**src/design/tlb_pkg.sv**
```systemverilog
// shared sizes, operation codes and index types for the translation buffer RTL and its testbench
`default_nettype none

package tlb_pkg;

    // number of translation entries, a power of two
    localparam int unsigned ENTRIES = 8;
    // bits of an entry index
    localparam int unsigned LOG_ENTRIES = $clog2(ENTRIES);

    // page number widths
    localparam int unsigned VPN_W = 20;
    localparam int unsigned PPN_W = 16;

    // operations accepted at the request port
    typedef enum logic [1:0] {
        // search by virtual page number
        OP_LOOKUP = 2'd0,
        // write a translation, reusing a matching entry if present
        OP_FILL   = 2'd1,
        // invalidate every entry
        OP_FLUSH  = 2'd2
    } tlb_op_e;

    // index of one entry
    typedef logic [LOG_ENTRIES-1:0] entry_idx_t;

    // one bit per entry: hit vectors, valid bits, tree used/victim vectors
    typedef logic [ENTRIES-1:0] entry_vec_t;

endpackage

`default_nettype wire

```
**src/design/tlb_match_if.sv**
```systemverilog
// match result bundle, driven by the match stage and consumed by the update stage
`timescale 1ns/100ps
`default_nettype none

interface tlb_match_if;

    // single-cycle pulse, one per request
    logic                      valid;
    // operation of the request
    tlb_pkg::tlb_op_e          op;
    // virtual page number of the request
    logic [tlb_pkg::VPN_W-1:0] vpn;
    // fill: requested ppn
    // lookup: ppn of the matching entry, zero on a miss
    logic [tlb_pkg::PPN_W-1:0] ppn;
    // one-hot or zero compare result
    tlb_pkg::entry_vec_t       hit_vec;
    // valid bits at compare time
    tlb_pkg::entry_vec_t       valid_vec;

    // producer side
    modport match_mp (
        output valid, op, vpn, ppn, hit_vec, valid_vec
    );

    // consumer side
    modport update_mp (
        input valid, op, vpn, ppn, hit_vec, valid_vec
    );

endinterface

`default_nettype wire

```
**src/design/tlb_write_if.sv**
```systemverilog
// entry write and flush requests sent from the update stage back to the entry storage
`timescale 1ns/100ps
`default_nettype none

interface tlb_write_if;

    // write one entry at the next clock edge
    logic                      we;
    tlb_pkg::entry_idx_t       idx;
    logic [tlb_pkg::VPN_W-1:0] vpn;
    logic [tlb_pkg::PPN_W-1:0] ppn;
    // clear all valid bits at the next clock edge
    logic                      flush;

    // update stage drives
    modport update_mp (
        output we, idx, vpn, ppn, flush
    );

    // entry storage applies
    modport store_mp (
        input we, idx, vpn, ppn, flush
    );

endinterface

`default_nettype wire

```
**src/design/plru_tree.sv**
```systemverilog
// pseudo-LRU tree: records used entries and names the least recently used one for replacement
`timescale 1ns/100ps
`default_nettype none

module plru_tree #(
    parameter int unsigned ENTRIES = 8
) (
    input  logic               clk_i,
    input  logic               rst_ni,
    // entry used this cycle, one-hot or zero
    input  logic [ENTRIES-1:0] used_i,
    // least recently used entry, one-hot
    output logic [ENTRIES-1:0] plru_o
);

    // node layout, heap order
    //   level 0:        0
    //   level 1:     1     2
    //   level 2:    3 4   5 6
    // a node bit of 1 points to the upper half below it
    logic [ENTRIES-2:0] tree_q;
    logic [ENTRIES-2:0] tree_d;

    // node on the path of entry idx at level lvl
    function automatic int unsigned node_of(int unsigned idx, int unsigned lvl);
        return ((2 ** lvl) - 1) + (idx >> ($clog2(ENTRIES) - lvl));
    endfunction

    // branch entry idx takes below its node at level lvl
    function automatic logic branch_of(int unsigned idx, int unsigned lvl);
        return 1'((idx >> ($clog2(ENTRIES) - lvl - 1)) & 1);
    endfunction

    // point every node on the used entry's path away from it
    always_comb begin
        tree_d = tree_q;
        for (int unsigned i = 0; i < ENTRIES; i++) begin
            if (used_i[i]) begin
                for (int unsigned lvl = 0; lvl < $clog2(ENTRIES); lvl++) begin
                    tree_d[node_of(i, lvl)] = ~branch_of(i, lvl);
                end
            end
        end
    end

    // victim is the only entry whose whole path agrees with the node bits
    always_comb begin
        plru_o = '1;
        for (int unsigned i = 0; i < ENTRIES; i++) begin
            for (int unsigned lvl = 0; lvl < $clog2(ENTRIES); lvl++) begin
                if (branch_of(i, lvl)) begin
                    plru_o[i] &= tree_q[node_of(i, lvl)];
                end else begin
                    plru_o[i] &= ~tree_q[node_of(i, lvl)];
                end
            end
        end
    end

    always_ff @(posedge clk_i or negedge rst_ni) begin
        if (!rst_ni) begin
            tree_q <= '0;
        end else begin
            tree_q <= tree_d;
        end
    end

    // the tree indexing only works for a full binary tree
    assert property (@(posedge clk_i) ENTRIES == 2 ** $clog2(ENTRIES))
        else $error("ENTRIES must be a power of two");

    // an entry that was just used is never the next victim
    assert property (@(posedge clk_i) disable iff (!rst_ni)
        (used_i != '0) |=> ((plru_o & $past(used_i)) == '0))
        else $error("victim vector names the entry used in the previous cycle");

endmodule

`default_nettype wire

```
**src/design/tlb_match_stage.sv**
```systemverilog
// entry storage and registered fully associative compare of a request against all entries
`timescale 1ns/100ps
`default_nettype none

module tlb_match_stage (
    input  logic                      clk_i,
    input  logic                      rst_ni,
    input  logic                      launch_i,
    input  tlb_pkg::tlb_op_e          op_i,
    input  logic [tlb_pkg::VPN_W-1:0] vpn_i,
    input  logic [tlb_pkg::PPN_W-1:0] ppn_i,
    tlb_match_if.match_mp             m,
    tlb_write_if.store_mp             w
);

    tlb_pkg::entry_vec_t       valid_q;
    logic [tlb_pkg::VPN_W-1:0] vpn_q [tlb_pkg::ENTRIES];
    logic [tlb_pkg::PPN_W-1:0] ppn_q [tlb_pkg::ENTRIES];
    tlb_pkg::entry_vec_t       hit_d;
    logic [tlb_pkg::PPN_W-1:0] hit_ppn;

    // compare against every valid entry in parallel
    always_comb begin
        hit_d   = '0;
        hit_ppn = '0;
        for (int unsigned i = 0; i < tlb_pkg::ENTRIES; i++) begin
            hit_d[i] = valid_q[i] && (vpn_q[i] == vpn_i);
            // at most one hit, so or-ing selects its ppn
            if (hit_d[i]) begin
                hit_ppn |= ppn_q[i];
            end
        end
    end

    // valid bits, flush wins over a write
    always_ff @(posedge clk_i or negedge rst_ni) begin
        if (!rst_ni) begin
            valid_q <= '0;
        end else if (w.flush) begin
            valid_q <= '0;
        end else if (w.we) begin
            valid_q[w.idx] <= 1'b1;
        end
    end

    // page numbers of the entries
    always_ff @(posedge clk_i) begin
        if (w.we) begin
            vpn_q[w.idx] <= w.vpn;
            ppn_q[w.idx] <= w.ppn;
        end
    end

    always_ff @(posedge clk_i or negedge rst_ni) begin
        if (!rst_ni) begin
            m.valid <= 1'b0;
        end else begin
            m.valid <= launch_i;
        end
    end

    // request and compare result move on together
    always_ff @(posedge clk_i) begin
        if (launch_i) begin
            m.op        <= op_i;
            m.vpn       <= vpn_i;
            // a fill carries its new ppn, a lookup the stored one
            m.ppn       <= (op_i == tlb_pkg::OP_FILL) ? ppn_i : hit_ppn;
            m.hit_vec   <= hit_d;
            m.valid_vec <= valid_q;
        end
    end

    // fills reuse a matching entry, so no vpn is ever stored twice
    assert property (@(posedge clk_i) disable iff (!rst_ni)
        m.valid |-> $onehot0(m.hit_vec))
        else $error("more than one entry matched a vpn");

endmodule

`default_nettype wire

```
**src/design/tlb_req_front.sv**
```systemverilog
// four-phase req/ack front end: launches one pipeline operation per request and holds its result
`timescale 1ns/100ps
`default_nettype none

module tlb_req_front (
    input  logic                      clk_i,
    input  logic                      rst_ni,
    // requester side
    input  logic                      req_i,
    input  tlb_pkg::tlb_op_e          op_i,
    input  logic [tlb_pkg::VPN_W-1:0] vpn_i,
    input  logic [tlb_pkg::PPN_W-1:0] ppn_i,
    // towards the match stage
    output logic                      launch_o,
    output tlb_pkg::tlb_op_e          op_o,
    output logic [tlb_pkg::VPN_W-1:0] vpn_o,
    output logic [tlb_pkg::PPN_W-1:0] ppn_o,
    // results from the update stage
    input  logic                      done_i,
    input  logic                      hit_i,
    input  logic [tlb_pkg::PPN_W-1:0] ppn_res_i,
    input  tlb_pkg::entry_idx_t       idx_i,
    // back to the requester
    output logic                      ack_o,
    output logic                      hit_o,
    output logic [tlb_pkg::PPN_W-1:0] ppn_o_res,
    output tlb_pkg::entry_idx_t       idx_o
);

    typedef enum logic [1:0] {
        ST_IDLE,
        ST_BUSY,
        ST_ACKED
    } front_state_e;

    front_state_e state_q;
    // registered copy of req_i, every decision below is taken on it
    logic         req_q;
    logic         start;

    // new request seen while nothing is in flight
    assign start = (state_q == ST_IDLE) && req_q;

    always_ff @(posedge clk_i or negedge rst_ni) begin
        if (!rst_ni) begin
            req_q    <= 1'b0;
            state_q  <= ST_IDLE;
            launch_o <= 1'b0;
            ack_o    <= 1'b0;
        end else begin
            req_q    <= req_i;
            // exactly one launch per request
            launch_o <= start;
            // ack follows the acked state and drops one cycle after req goes low
            ack_o    <= (state_q == ST_ACKED) && req_q;
            case (state_q)
                ST_IDLE: begin
                    if (req_q) begin
                        state_q <= ST_BUSY;
                    end
                end
                ST_BUSY: begin
                    if (done_i) begin
                        state_q <= ST_ACKED;
                    end
                end
                ST_ACKED: begin
                    // handshake closes once the requester lets go
                    if (!req_q) begin
                        state_q <= ST_IDLE;
                    end
                end
                default: state_q <= ST_IDLE;
            endcase
        end
    end

    // request payload, stable while req_i is high
    always_ff @(posedge clk_i) begin
        if (start) begin
            op_o  <= op_i;
            vpn_o <= vpn_i;
            ppn_o <= ppn_i;
        end
    end

    // result payload, held until the next request completes
    always_ff @(posedge clk_i) begin
        if ((state_q == ST_BUSY) && done_i) begin
            hit_o     <= hit_i;
            ppn_o_res <= ppn_res_i;
            idx_o     <= idx_i;
        end
    end

    // with req low at one edge, ack must stay low at the next
    assert property (@(posedge clk_i) disable iff (!rst_ni)
        (!ack_o && !req_i) |=> !ack_o)
        else $error("ack_o rose while req_i was low");

endmodule

`default_nettype wire

```
**src/design/tlb_top.sv**
```systemverilog
// translation buffer top level: wires the request front, match stage and update stage together
`timescale 1ns/100ps
`default_nettype none

module tlb_top (
    input  logic                      clk_i,
    input  logic                      rst_ni,
    input  logic                      req_i,
    input  tlb_pkg::tlb_op_e          op_i,
    input  logic [tlb_pkg::VPN_W-1:0] vpn_i,
    input  logic [tlb_pkg::PPN_W-1:0] ppn_i,
    output logic                      ack_o,
    output logic                      hit_o,
    output logic [tlb_pkg::PPN_W-1:0] ppn_o,
    output tlb_pkg::entry_idx_t       idx_o
);

    // front to match stage
    logic                      launch;
    tlb_pkg::tlb_op_e          op;
    logic [tlb_pkg::VPN_W-1:0] vpn;
    logic [tlb_pkg::PPN_W-1:0] ppn;

    // update stage back to front
    logic                      done;
    logic                      hit;
    logic [tlb_pkg::PPN_W-1:0] ppn_res;
    tlb_pkg::entry_idx_t       idx;

    tlb_match_if i_match_if ();
    tlb_write_if i_write_if ();

    tlb_req_front i_req_front (
        .clk_i     (clk_i),
        .rst_ni    (rst_ni),
        .req_i     (req_i),
        .op_i      (op_i),
        .vpn_i     (vpn_i),
        .ppn_i     (ppn_i),
        .launch_o  (launch),
        .op_o      (op),
        .vpn_o     (vpn),
        .ppn_o     (ppn),
        .done_i    (done),
        .hit_i     (hit),
        .ppn_res_i (ppn_res),
        .idx_i     (idx),
        .ack_o     (ack_o),
        .hit_o     (hit_o),
        .ppn_o_res (ppn_o),
        .idx_o     (idx_o)
    );

    tlb_match_stage i_match_stage (
        .clk_i    (clk_i),
        .rst_ni   (rst_ni),
        .launch_i (launch),
        .op_i     (op),
        .vpn_i    (vpn),
        .ppn_i    (ppn),
        .m        (i_match_if.match_mp),
        .w        (i_write_if.store_mp)
    );

    tlb_update_stage i_update_stage (
        .clk_i  (clk_i),
        .rst_ni (rst_ni),
        .m      (i_match_if.update_mp),
        .w      (i_write_if.update_mp),
        .done_o (done),
        .hit_o  (hit),
        .ppn_o  (ppn_res),
        .idx_o  (idx)
    );

endmodule

`default_nettype wire

```
**src/design/tlb_update_stage.sv**
```systemverilog
// update stage: picks the fill target, writes entries, updates the replacement tree, returns results
`timescale 1ns/100ps
`default_nettype none

module tlb_update_stage (
    input  logic                      clk_i,
    input  logic                      rst_ni,
    tlb_match_if.update_mp            m,
    tlb_write_if.update_mp            w,
    output logic                      done_o,
    output logic                      hit_o,
    output logic [tlb_pkg::PPN_W-1:0] ppn_o,
    output tlb_pkg::entry_idx_t       idx_o
);

    logic                hit_any;
    logic                any_free;
    tlb_pkg::entry_idx_t hit_idx;
    tlb_pkg::entry_idx_t free_idx;
    tlb_pkg::entry_idx_t victim_idx;
    tlb_pkg::entry_idx_t target;
    tlb_pkg::entry_vec_t used;
    tlb_pkg::entry_vec_t victim_vec;

    assign hit_any  = |m.hit_vec;
    assign any_free = ~&m.valid_vec;

    // encode hit vector, victim vector and lowest invalid entry
    always_comb begin
        hit_idx    = '0;
        victim_idx = '0;
        free_idx   = '0;
        for (int unsigned i = 0; i < tlb_pkg::ENTRIES; i++) begin
            if (m.hit_vec[i]) begin
                hit_idx = tlb_pkg::entry_idx_t'(i);
            end
            if (victim_vec[i]) begin
                victim_idx = tlb_pkg::entry_idx_t'(i);
            end
        end
        // walk downwards so the lowest invalid entry wins
        for (int i = tlb_pkg::ENTRIES - 1; i >= 0; i--) begin
            if (!m.valid_vec[i]) begin
                free_idx = tlb_pkg::entry_idx_t'(i);
            end
        end
    end

    // matching entry first, then a free one, then the tree's victim
    assign target = hit_any ? hit_idx : (any_free ? free_idx : victim_idx);

    // lookup hits and all fills touch the tree
    assign used = (m.valid && ((m.op == tlb_pkg::OP_FILL) ||
                               ((m.op == tlb_pkg::OP_LOOKUP) && hit_any)))
                  ? (tlb_pkg::entry_vec_t'(1) << target) : '0;

    plru_tree #(
        .ENTRIES (tlb_pkg::ENTRIES)
    ) i_plru_tree (
        .clk_i  (clk_i),
        .rst_ni (rst_ni),
        .used_i (used),
        .plru_o (victim_vec)
    );

    // entry write and flush take effect at the next edge
    assign w.we    = m.valid && (m.op == tlb_pkg::OP_FILL);
    assign w.idx   = target;
    assign w.vpn   = m.vpn;
    assign w.ppn   = m.ppn;
    assign w.flush = m.valid && (m.op == tlb_pkg::OP_FLUSH);

    // result is ready in the same cycle as the match
    assign done_o = m.valid;

    always_comb begin
        hit_o = 1'b0;
        ppn_o = '0;
        idx_o = '0;
        case (m.op)
            tlb_pkg::OP_LOOKUP: begin
                hit_o = hit_any;
                // m.ppn already zero on a miss
                ppn_o = m.ppn;
                idx_o = hit_any ? hit_idx : '0;
            end
            tlb_pkg::OP_FILL: begin
                // hit tells the requester the vpn was already present
                hit_o = hit_any;
                ppn_o = m.ppn;
                idx_o = target;
            end
            default: begin
            end
        endcase
    end

endmodule

`default_nettype wire

```
**config.mk**
```make
export PLATFORM = sky130hd
export DESIGN_NAME = tlb_top
export DESIGN_NICKNAME = d
export VERILOG_FILES = /design/src/design/tlb_pkg.sv /design/src/design/tlb_match_if.sv /design/src/design/tlb_write_if.sv /design/src/design/plru_tree.sv /design/src/design/tlb_match_stage.sv /design/src/design/tlb_req_front.sv /design/src/design/tlb_top.sv /design/src/design/tlb_update_stage.sv
export SDC_FILE = /design/constraint.sdc
export NUM_CORES = 1
export LEC_CHECK = 0
export BUFFER_PORTS_ARGS = -buffer_cell sky130_fd_sc_hd__buf_2
export CAP_MARGIN = 20
export CORE_MARGIN = 5
export CORE_UTILIZATION = 50
export CTS_CLUSTER_DIAMETER = 60
export DETAILED_ROUTE_END_ITERATION = 12
export PLACE_DENSITY = 0.64
export SLEW_MARGIN = 10
export SYNTH_ARGS = -nofsm -noshare
export SYNTH_HDL_FRONTEND = slang
export SYNTH_HIERARCHICAL = 1
export SYNTH_SLANG_ARGS = --single-unit
```
**constraint.sdc**
```tcl
create_clock -name clk_i -period 11.7 [get_ports clk_i]
set_input_delay 1.755 -clock clk_i [delete_from_list [all_inputs] [get_ports clk_i]]
set_output_delay 1.755 -clock clk_i [all_outputs]
set_load 0.05 [all_outputs]
```
==> impl_results.md, run 1 <==
* P_leak at 6.18 nW
* Critical-path top delay cell: nor2_4
* Mean Syn Cell Area at 14.8 um2
* All-Layer GR Usage at 22.8%
* FF-to-FF Start: i_update_stage/i_plru_tree/tree_q[0]
* Worst path bufs/invs at 2
* Largest stage delay, worst path at 0.62 ns
* DIE HEIGHT at roughly 200 um
* Reg-to-reg slack, setup at 8.27 ns
* Core area at 34,700 um2
* Slew HR at 27.6%
* Post-route ant nets at 0
* Levels on crit path at 8
* Run status: finished clean
* Via count at 10,583
* Number of global-route vias before repair at 10,360
* Maximum VDD drop at 0.108 mV
* Commonest cells after routing, fill and taps aside: 400 x edfxtp_1, 119 x xor2_1, 115 x nand4_1
* Pre-CTS setup slack at 8.01 ns
* Switching share of total power at 27.9%
* Hold WC Path Type: reg -> reg
* Max_cap viols at 0
* CTS root buf: clkbuf_16
* Rows at slightly below 70
* RSZ-0062 raised after global routing: no
* Endpoint class of the critical path: flip-flop
* Post-CTS Setup Bufs at 0
* Logic pwr share at between 10% and 20%
* # H-tree levels at 2
* Period utilization at 29.3%
* Worst skew pair latency at between 0.5 and 0.6 ns
* Total CTS buffers at 45
* Setup CP Type: reg -> reg
* IO Port Bufs at 61
* Capturing point of the worst reg2reg path: i_match_stage/vpn_q[2][6]
* Fmax achieved at 291 MHz
* Critical path startpoint category: flip-flop
* Post-DR wirelength/cell at around 26 um
* Gr ovfl total at 0
* Final #Nets at about 1,300
* Drt pass-1 iters at 5
* Layout cells sized above 1 at 14.7%
* Routability cong. at 0.876
* Clk_skew at about 0.019 ns
* Final Slew Violations at 0
* WL final at 44.9 mm
* Detailed placement HPWL at 29.2 mm
* Largest net degree at the start of global routing at 56
* Commonest non-fill, non-tap cell in the layout: edfxtp_1
* # setup viols final at 0
* TNS Setup at 0 ns
* Reg clk slew, reported paths at 0.06 ns
* Worst-margin pin slew at 1.08 ns
* Post-layout min period at approximately 3.4 ns
* Largest delay contributor family on the critical path: simple AND/OR/NAND/NOR gates
* CTS Buffer Depth at 3
* Worst Path Arrival at 3.69 ns
* Power share of the clock group at 35.6%
* DIE AREA at 39,200 um2
* Detailed Route Iter0 Violations at 1,206
* Internal at 2.70 mW
* CTS resizes at 0
* Sw Pwr at 1.04 mW
* Hold_buf cts at 0
* Net Count, Synth at 1,231
* Diode count at 0
* DR DRC count at 0
* Clk sinks at 421
* CTS tree: done
* Vias per inst at 6.18
* Warnings from Yosys at 6
* Crit path cell chain: nor3b_1 > a221oi_1 > or4_4 > a211oi_4 > inv_2 > nand2b_1 > nor2_4 > buf_16
* Crit path to: i_match_stage/vpn_q[2][6]
* Part of the power in registers at 53.7%
* Setup ws final at 8.27 ns
* Layout fillers at ~2,800
* First-pass GRT wire length at 66.7 mm
* Starting Density at 50.8%
* Critical path launch point: i_update_stage/i_plru_tree/tree_q[0]
* Antenna violations before repair at 1
* Critical Path RT at 11.96 ns
* Power Dens Cells at approximately 190 nW/um2
* Synth Instances at roughly 1,200
* Die width at 198 um
* Length in cells of the worst reg-to-reg path at 8
* Final core utilization at 56.6%
* Cell area after synthesis at 17,600 um2
* Layout Area Growth over Synthesis at 11.4%
* Hold Vio Cnt, Final at 0
* CP max FO at 19
* I/O pin count at between 60 and 70
[stage by stage]
step                hold WS [ns]  total power, mW  std cells  area, um2
CTS                        0.441             3.75       1709      19600
finish                     0.444             3.74       1712      19700
detailed placement         0.428             2.43       1629      18200
global route               0.461             3.87       1712      19700
floorplan                  0.417             2.26       1190      17600
global placement           0.423             2.42       1625      18100
[registers in the layout, indices dropped and copies added (netlist names), 16 cells and up]
register / cells
i_match_stage/ppn_q: 128
i_req_front/vpn_o: 20
i_match_stage/m.vpn: 20
i_match_stage/m.ppn: 16
i_match_stage/vpn_q: 160
i_req_front/ppn_o_res: 16
i_req_front/ppn_o: 16
[cell type report]
type	count	area [um2]	area share (%)
clock buffer	54	1160	5.90
inverter	10	37.5	0.191
clock inverter	26	210	1.07
tap	455	569	2.90
sequential	421	12500	63.8
multi-input combinational	655	4520	23.0
timing repair buffer	91	622	3.16
[layer usage]
layer  share of wire, %  global-route usage, %  wire length, um
met5                  0                      0                0
met4                2.8                   7.09             1260
met3                9.5                   4.37             4260
met2                 46                   35.1            20800
met1                 41                   33.4            18600
[how the worst min path moves through the flow]
stage                                    from                     to  cells past startpoint
after floorplan           i_req_front/op_o[1]  i_match_stage/m.op[1]                      0
after global placement    i_req_front/op_o[1]  i_match_stage/m.op[1]                      0
after detailed placement  i_req_front/op_o[1]  i_match_stage/m.op[1]                      0
after CTS                 i_req_front/op_o[1]  i_match_stage/m.op[1]                      0
after global routing      i_req_front/op_o[1]  i_match_stage/m.op[1]                      0
final                     i_req_front/op_o[1]  i_match_stage/m.op[1]                      0
[power by group through the flow]
| stage | sequential, mW | clock (mW) | combinational [mW] |
|---|---|---|---|
| floorplan | 1.94 | 0 | 0.321 |
| global placement | 2.03 | 0 | 0.386 |
| detailed placement | 2.04 | 0 | 0.392 |
| CTS | 2.01 | 1.35 | 0.395 |
| global route | 2.02 | 1.42 | 0.429 |
| finish | 2.01 | 1.33 | 0.400 |
No activity file was read; power rests on OpenSTA's default activity.
==> inputs of run 2 (changes only) <==
--- a/config.mk
+++ b/config.mk
@@ -11,7 +11,7 @@
 export CORE_UTILIZATION = 50
 export CTS_CLUSTER_DIAMETER = 60
 export DETAILED_ROUTE_END_ITERATION = 12
-export PLACE_DENSITY = 0.64
+export PLACE_DENSITY = 0.66
 export SLEW_MARGIN = 10
 export SYNTH_ARGS = -nofsm -noshare
 export SYNTH_HDL_FRONTEND = slang
==> constraint.sdc (replaced) <==
create_clock -name clk_i -period 3 [get_ports clk_i]
set_input_delay 0.45 -clock clk_i [delete_from_list [all_inputs] [get_ports clk_i]]
set_output_delay 0.45 -clock clk_i [all_outputs]
set_load 0.05 [all_outputs]
==> run 2 against run 1 <==
Worst setup slack worse by 8.1 ns. Largest power group unchanged. Via count rose by 3.3%. Wire length rose by 2.5%. Clock skew hardly changed.
==> impl_results.md, run 2 (synthesized netlist as in run 1, its figures left out) <==
* Run status: finished clean
* Placed Area at 18,700 um2 (+2.7%)
* CTS root buf: clkbuf_16
* P_leak at 6.62 nW (+7.2%)
* Largest net degree at the start of global routing at 38 (-32%)
* Post-route ant nets at 0 (unchanged)
* Critical path launch point: i_match_stage/m.hit_vec[6]
* Antenna violations before repair at 0 (-1)
* Number of flip-flops in the largest register at 160 (unchanged)
* Detailed Route Iter0 Violations at 1,192 (-1.2%)
* Hold WC Path Type: in -> reg
* Routability cong. at 0.911 (+4.0%)
* DR DRC count at 0 (unchanged)
* Rows at 68 (unchanged)
* Critical path startpoint category: flip-flop
* Gr ovfl total at 0 (unchanged)
* IO Port Bufs at 61 (unchanged)
* Worst Path Arrival at 3.09 ns (-0.60 ns)
* Final #Nets at 1,323 (+4.6%)
* GRT met3 Usage at 6.74% (+2.4 points)
* Clk_skew at 0.0193 ns (+0.000239 ns)
* Post-DR wirelength/cell at 26.0 um (-1.0%)
* Clk sinks at 421 (unchanged)
* Diode count at 0 (unchanged)
* Power Dens Cells at 758 nW/um2 (+300%)
* Power, Total at 15.5 mW (+310%)
* Met2 usage at 36.5% (+1.4 points)
* Final cell count without fillers at 1,774 (+3.6%)
* DIE HEIGHT at 198 um (unchanged)
* CTS tree: done
* DIE AREA at 39,200 um2 (unchanged)
* CTS Buffer Depth at 3 (unchanged)
* Commonest non-fill, non-tap cell in the layout: edfxtp_1
* Total CTS buffers at 46 (+2.2%)
* Layout cells sized above 1 at 19.3% (+4.6 points)
* Hold Vio Cnt, Final at 0 (unchanged)
* Switching share of total power at 27.3% (-0.60 points)
* Met1 GRT Util at 32.7% (-0.70 points)
* Starting Density at 50.8% (unchanged)
* Detailed placement HPWL at 29.6 mm (+1.3%)
* Max_cap viols at 0 (unchanged)
* Drt pass-1 iters at 6 (+1)
* WHS Path Cells at 1 (+1)
* Reg clk slew, reported paths at 0.06 ns (about the same)
* Period utilization at 94.2% (+65 points)
* GRT Max-Usage Layer: met2
* Final core utilization at 58.8% (+2.2 points)
* Finished Cell Area at 20,400 um2 (+3.9%)
* Endpoint class of the critical path: flip-flop
* # setup viols final at 0 (unchanged)
* Placed cells at 1,684 (+3.4%)
* Slew HR at 33.3% (+5.6 points)
* Via count at 10,932 (+3.3%)
* Sw Pwr at 4.22 mW (+310%)
* Critical Path RT at 3.26 ns (-8.70 ns)
* WL final at 46.1 mm (+2.5%)
* Setup ws final at 0.174 ns (-8.09 ns)
* Setup CP Type: reg -> reg
* Part of the power in registers at 50.4% (-3.3 points)
* Hold path startpoint: ppn_i[4]
* Logic pwr share at 11.3% (+0.6 points)
* Core area at 34,700 um2 (unchanged)
* CP max FO at 26 (+7)
* Number of global-route vias before repair at 10,676 (+3.1%)
* Post-layout min period at 2.83 ns (-0.606 ns)
* Power share of the clock group at 38.3% (+2.7 points)
* Final Slew Violations at 0 (unchanged)
* TNS Setup at 0 ns (unchanged)
* Reg with most FFs: i_match_stage/vpn_q
* FF-to-FF Start: i_match_stage/m.hit_vec[6]
* Layout Area Growth over Synthesis at 15.7%
* Fmax achieved at 354 MHz (+21%)
* Pre-CTS setup slack at -0.289 ns (-8.30 ns)
* Die width at 198 um (unchanged)
* I/O pin count at 62 (unchanged)
* Length in cells of the worst reg-to-reg path at 8 (unchanged)
* Min Hold Slack at 0.0499 ns (-0.394 ns)
* Worst skew pair latency at 0.57 ns (about the same)
* Vias per inst at 6.16 (-0.31%)
* Top flop regs: i_match_stage/vpn_q x160, i_match_stage/ppn_q x128
* Commonest cells after routing, fill and taps aside: 400 x edfxtp_1, 119 x xor2_1, 115 x nand4_1
* First-pass GRT wire length at 67.9 mm (+1.9%)
* RSZ-0062 raised after global routing: no
* Worst-margin pin slew at 1.00 ns (-0.0814 ns)
* Internal at 11.3 mW (+320%)
* Maximum VDD drop at 0.509 mV (+370%)
* # H-tree levels at 2 (unchanged)
* All-Layer GR Usage at 23.6% (+0.71 points)
[run 2: cell count changes in the layout (fill, tap and decap cells not counted), sizes merged]
cell | before | now
buf | 91 | 146
bufinv | 2 | 7
clkbuf | 54 | 56
clkinvlp | 3 | 1
dlygate4sd3 | 0 | 2
clkinv | 15 | 16
inv | 16 | 15
[run 2: critical path: stages, from the launching register on]
cell and delay (ns):
edfxtp_1 0.39, or4_4 0.55, or2_4 0.26, buf_4 0.14, o21a_1 0.20, inv_2 0.09, nand2b_1 0.10, nor2_4 0.50
buf_12 0.28
[run 2: timing repair]
| action | in CTS | in global routing |
|---|---|---|
| endpoints found under the setup margin | 94 | 0 |
| endpoints found under the hold margin | 22 | 0 |
| hold buffers | 2 | 0 |
| resized for setup | 5 | 0 |
| buffers inserted | 0 | 0 |
[run 2: worst paths after layout]
path	end	slack [ns]
setup / recovery	i_match_stage/vpn_q[3][5]	0.17
hold / removal	i_req_front/ppn_o[4]	0.05
setup reg to reg	i_match_stage/vpn_q[3][5]	0.17
hold reg to reg	i_match_stage/m.op[1]	0.45
max in group asynchronous	i_req_front/launch_o	2.21
min in group asynchronous	i_update_stage/i_plru_tree/tree_q[4]	0.39
[run 2: routing by layer]
layer | vias up | share of wire (%)
met5 | - | 0
met4 | 0 | 3.0
met3 | 93 | 10
met2 | 557 | 47
met1 | 5500 | 40
li1 | 4782 | -
[run 2: power groups by stage]
stage / logic (mW) / clock network, mW / registers [mW]
5_1_grt: 1.87 / 6.29 / 7.86
2_1_floorplan: 1.27 / 0 / 7.54
6_report: 1.74 / 5.94 / 7.81
3_5_place_dp: 1.70 / 0 / 7.91
3_3_place_gp: 1.68 / 0 / 7.89
4_1_cts: 1.73 / 6.03 / 7.80
[run 2: area by class of cell]
cell class,count,area [um2]
inverters,10,37.5
clock buffers,56,1250
flip-flops and latches,421,12500
fillers,2713,14300
clock inverters,29,353
well taps,455,569
repair buffers,148,1110
multi-input cells,655,4560
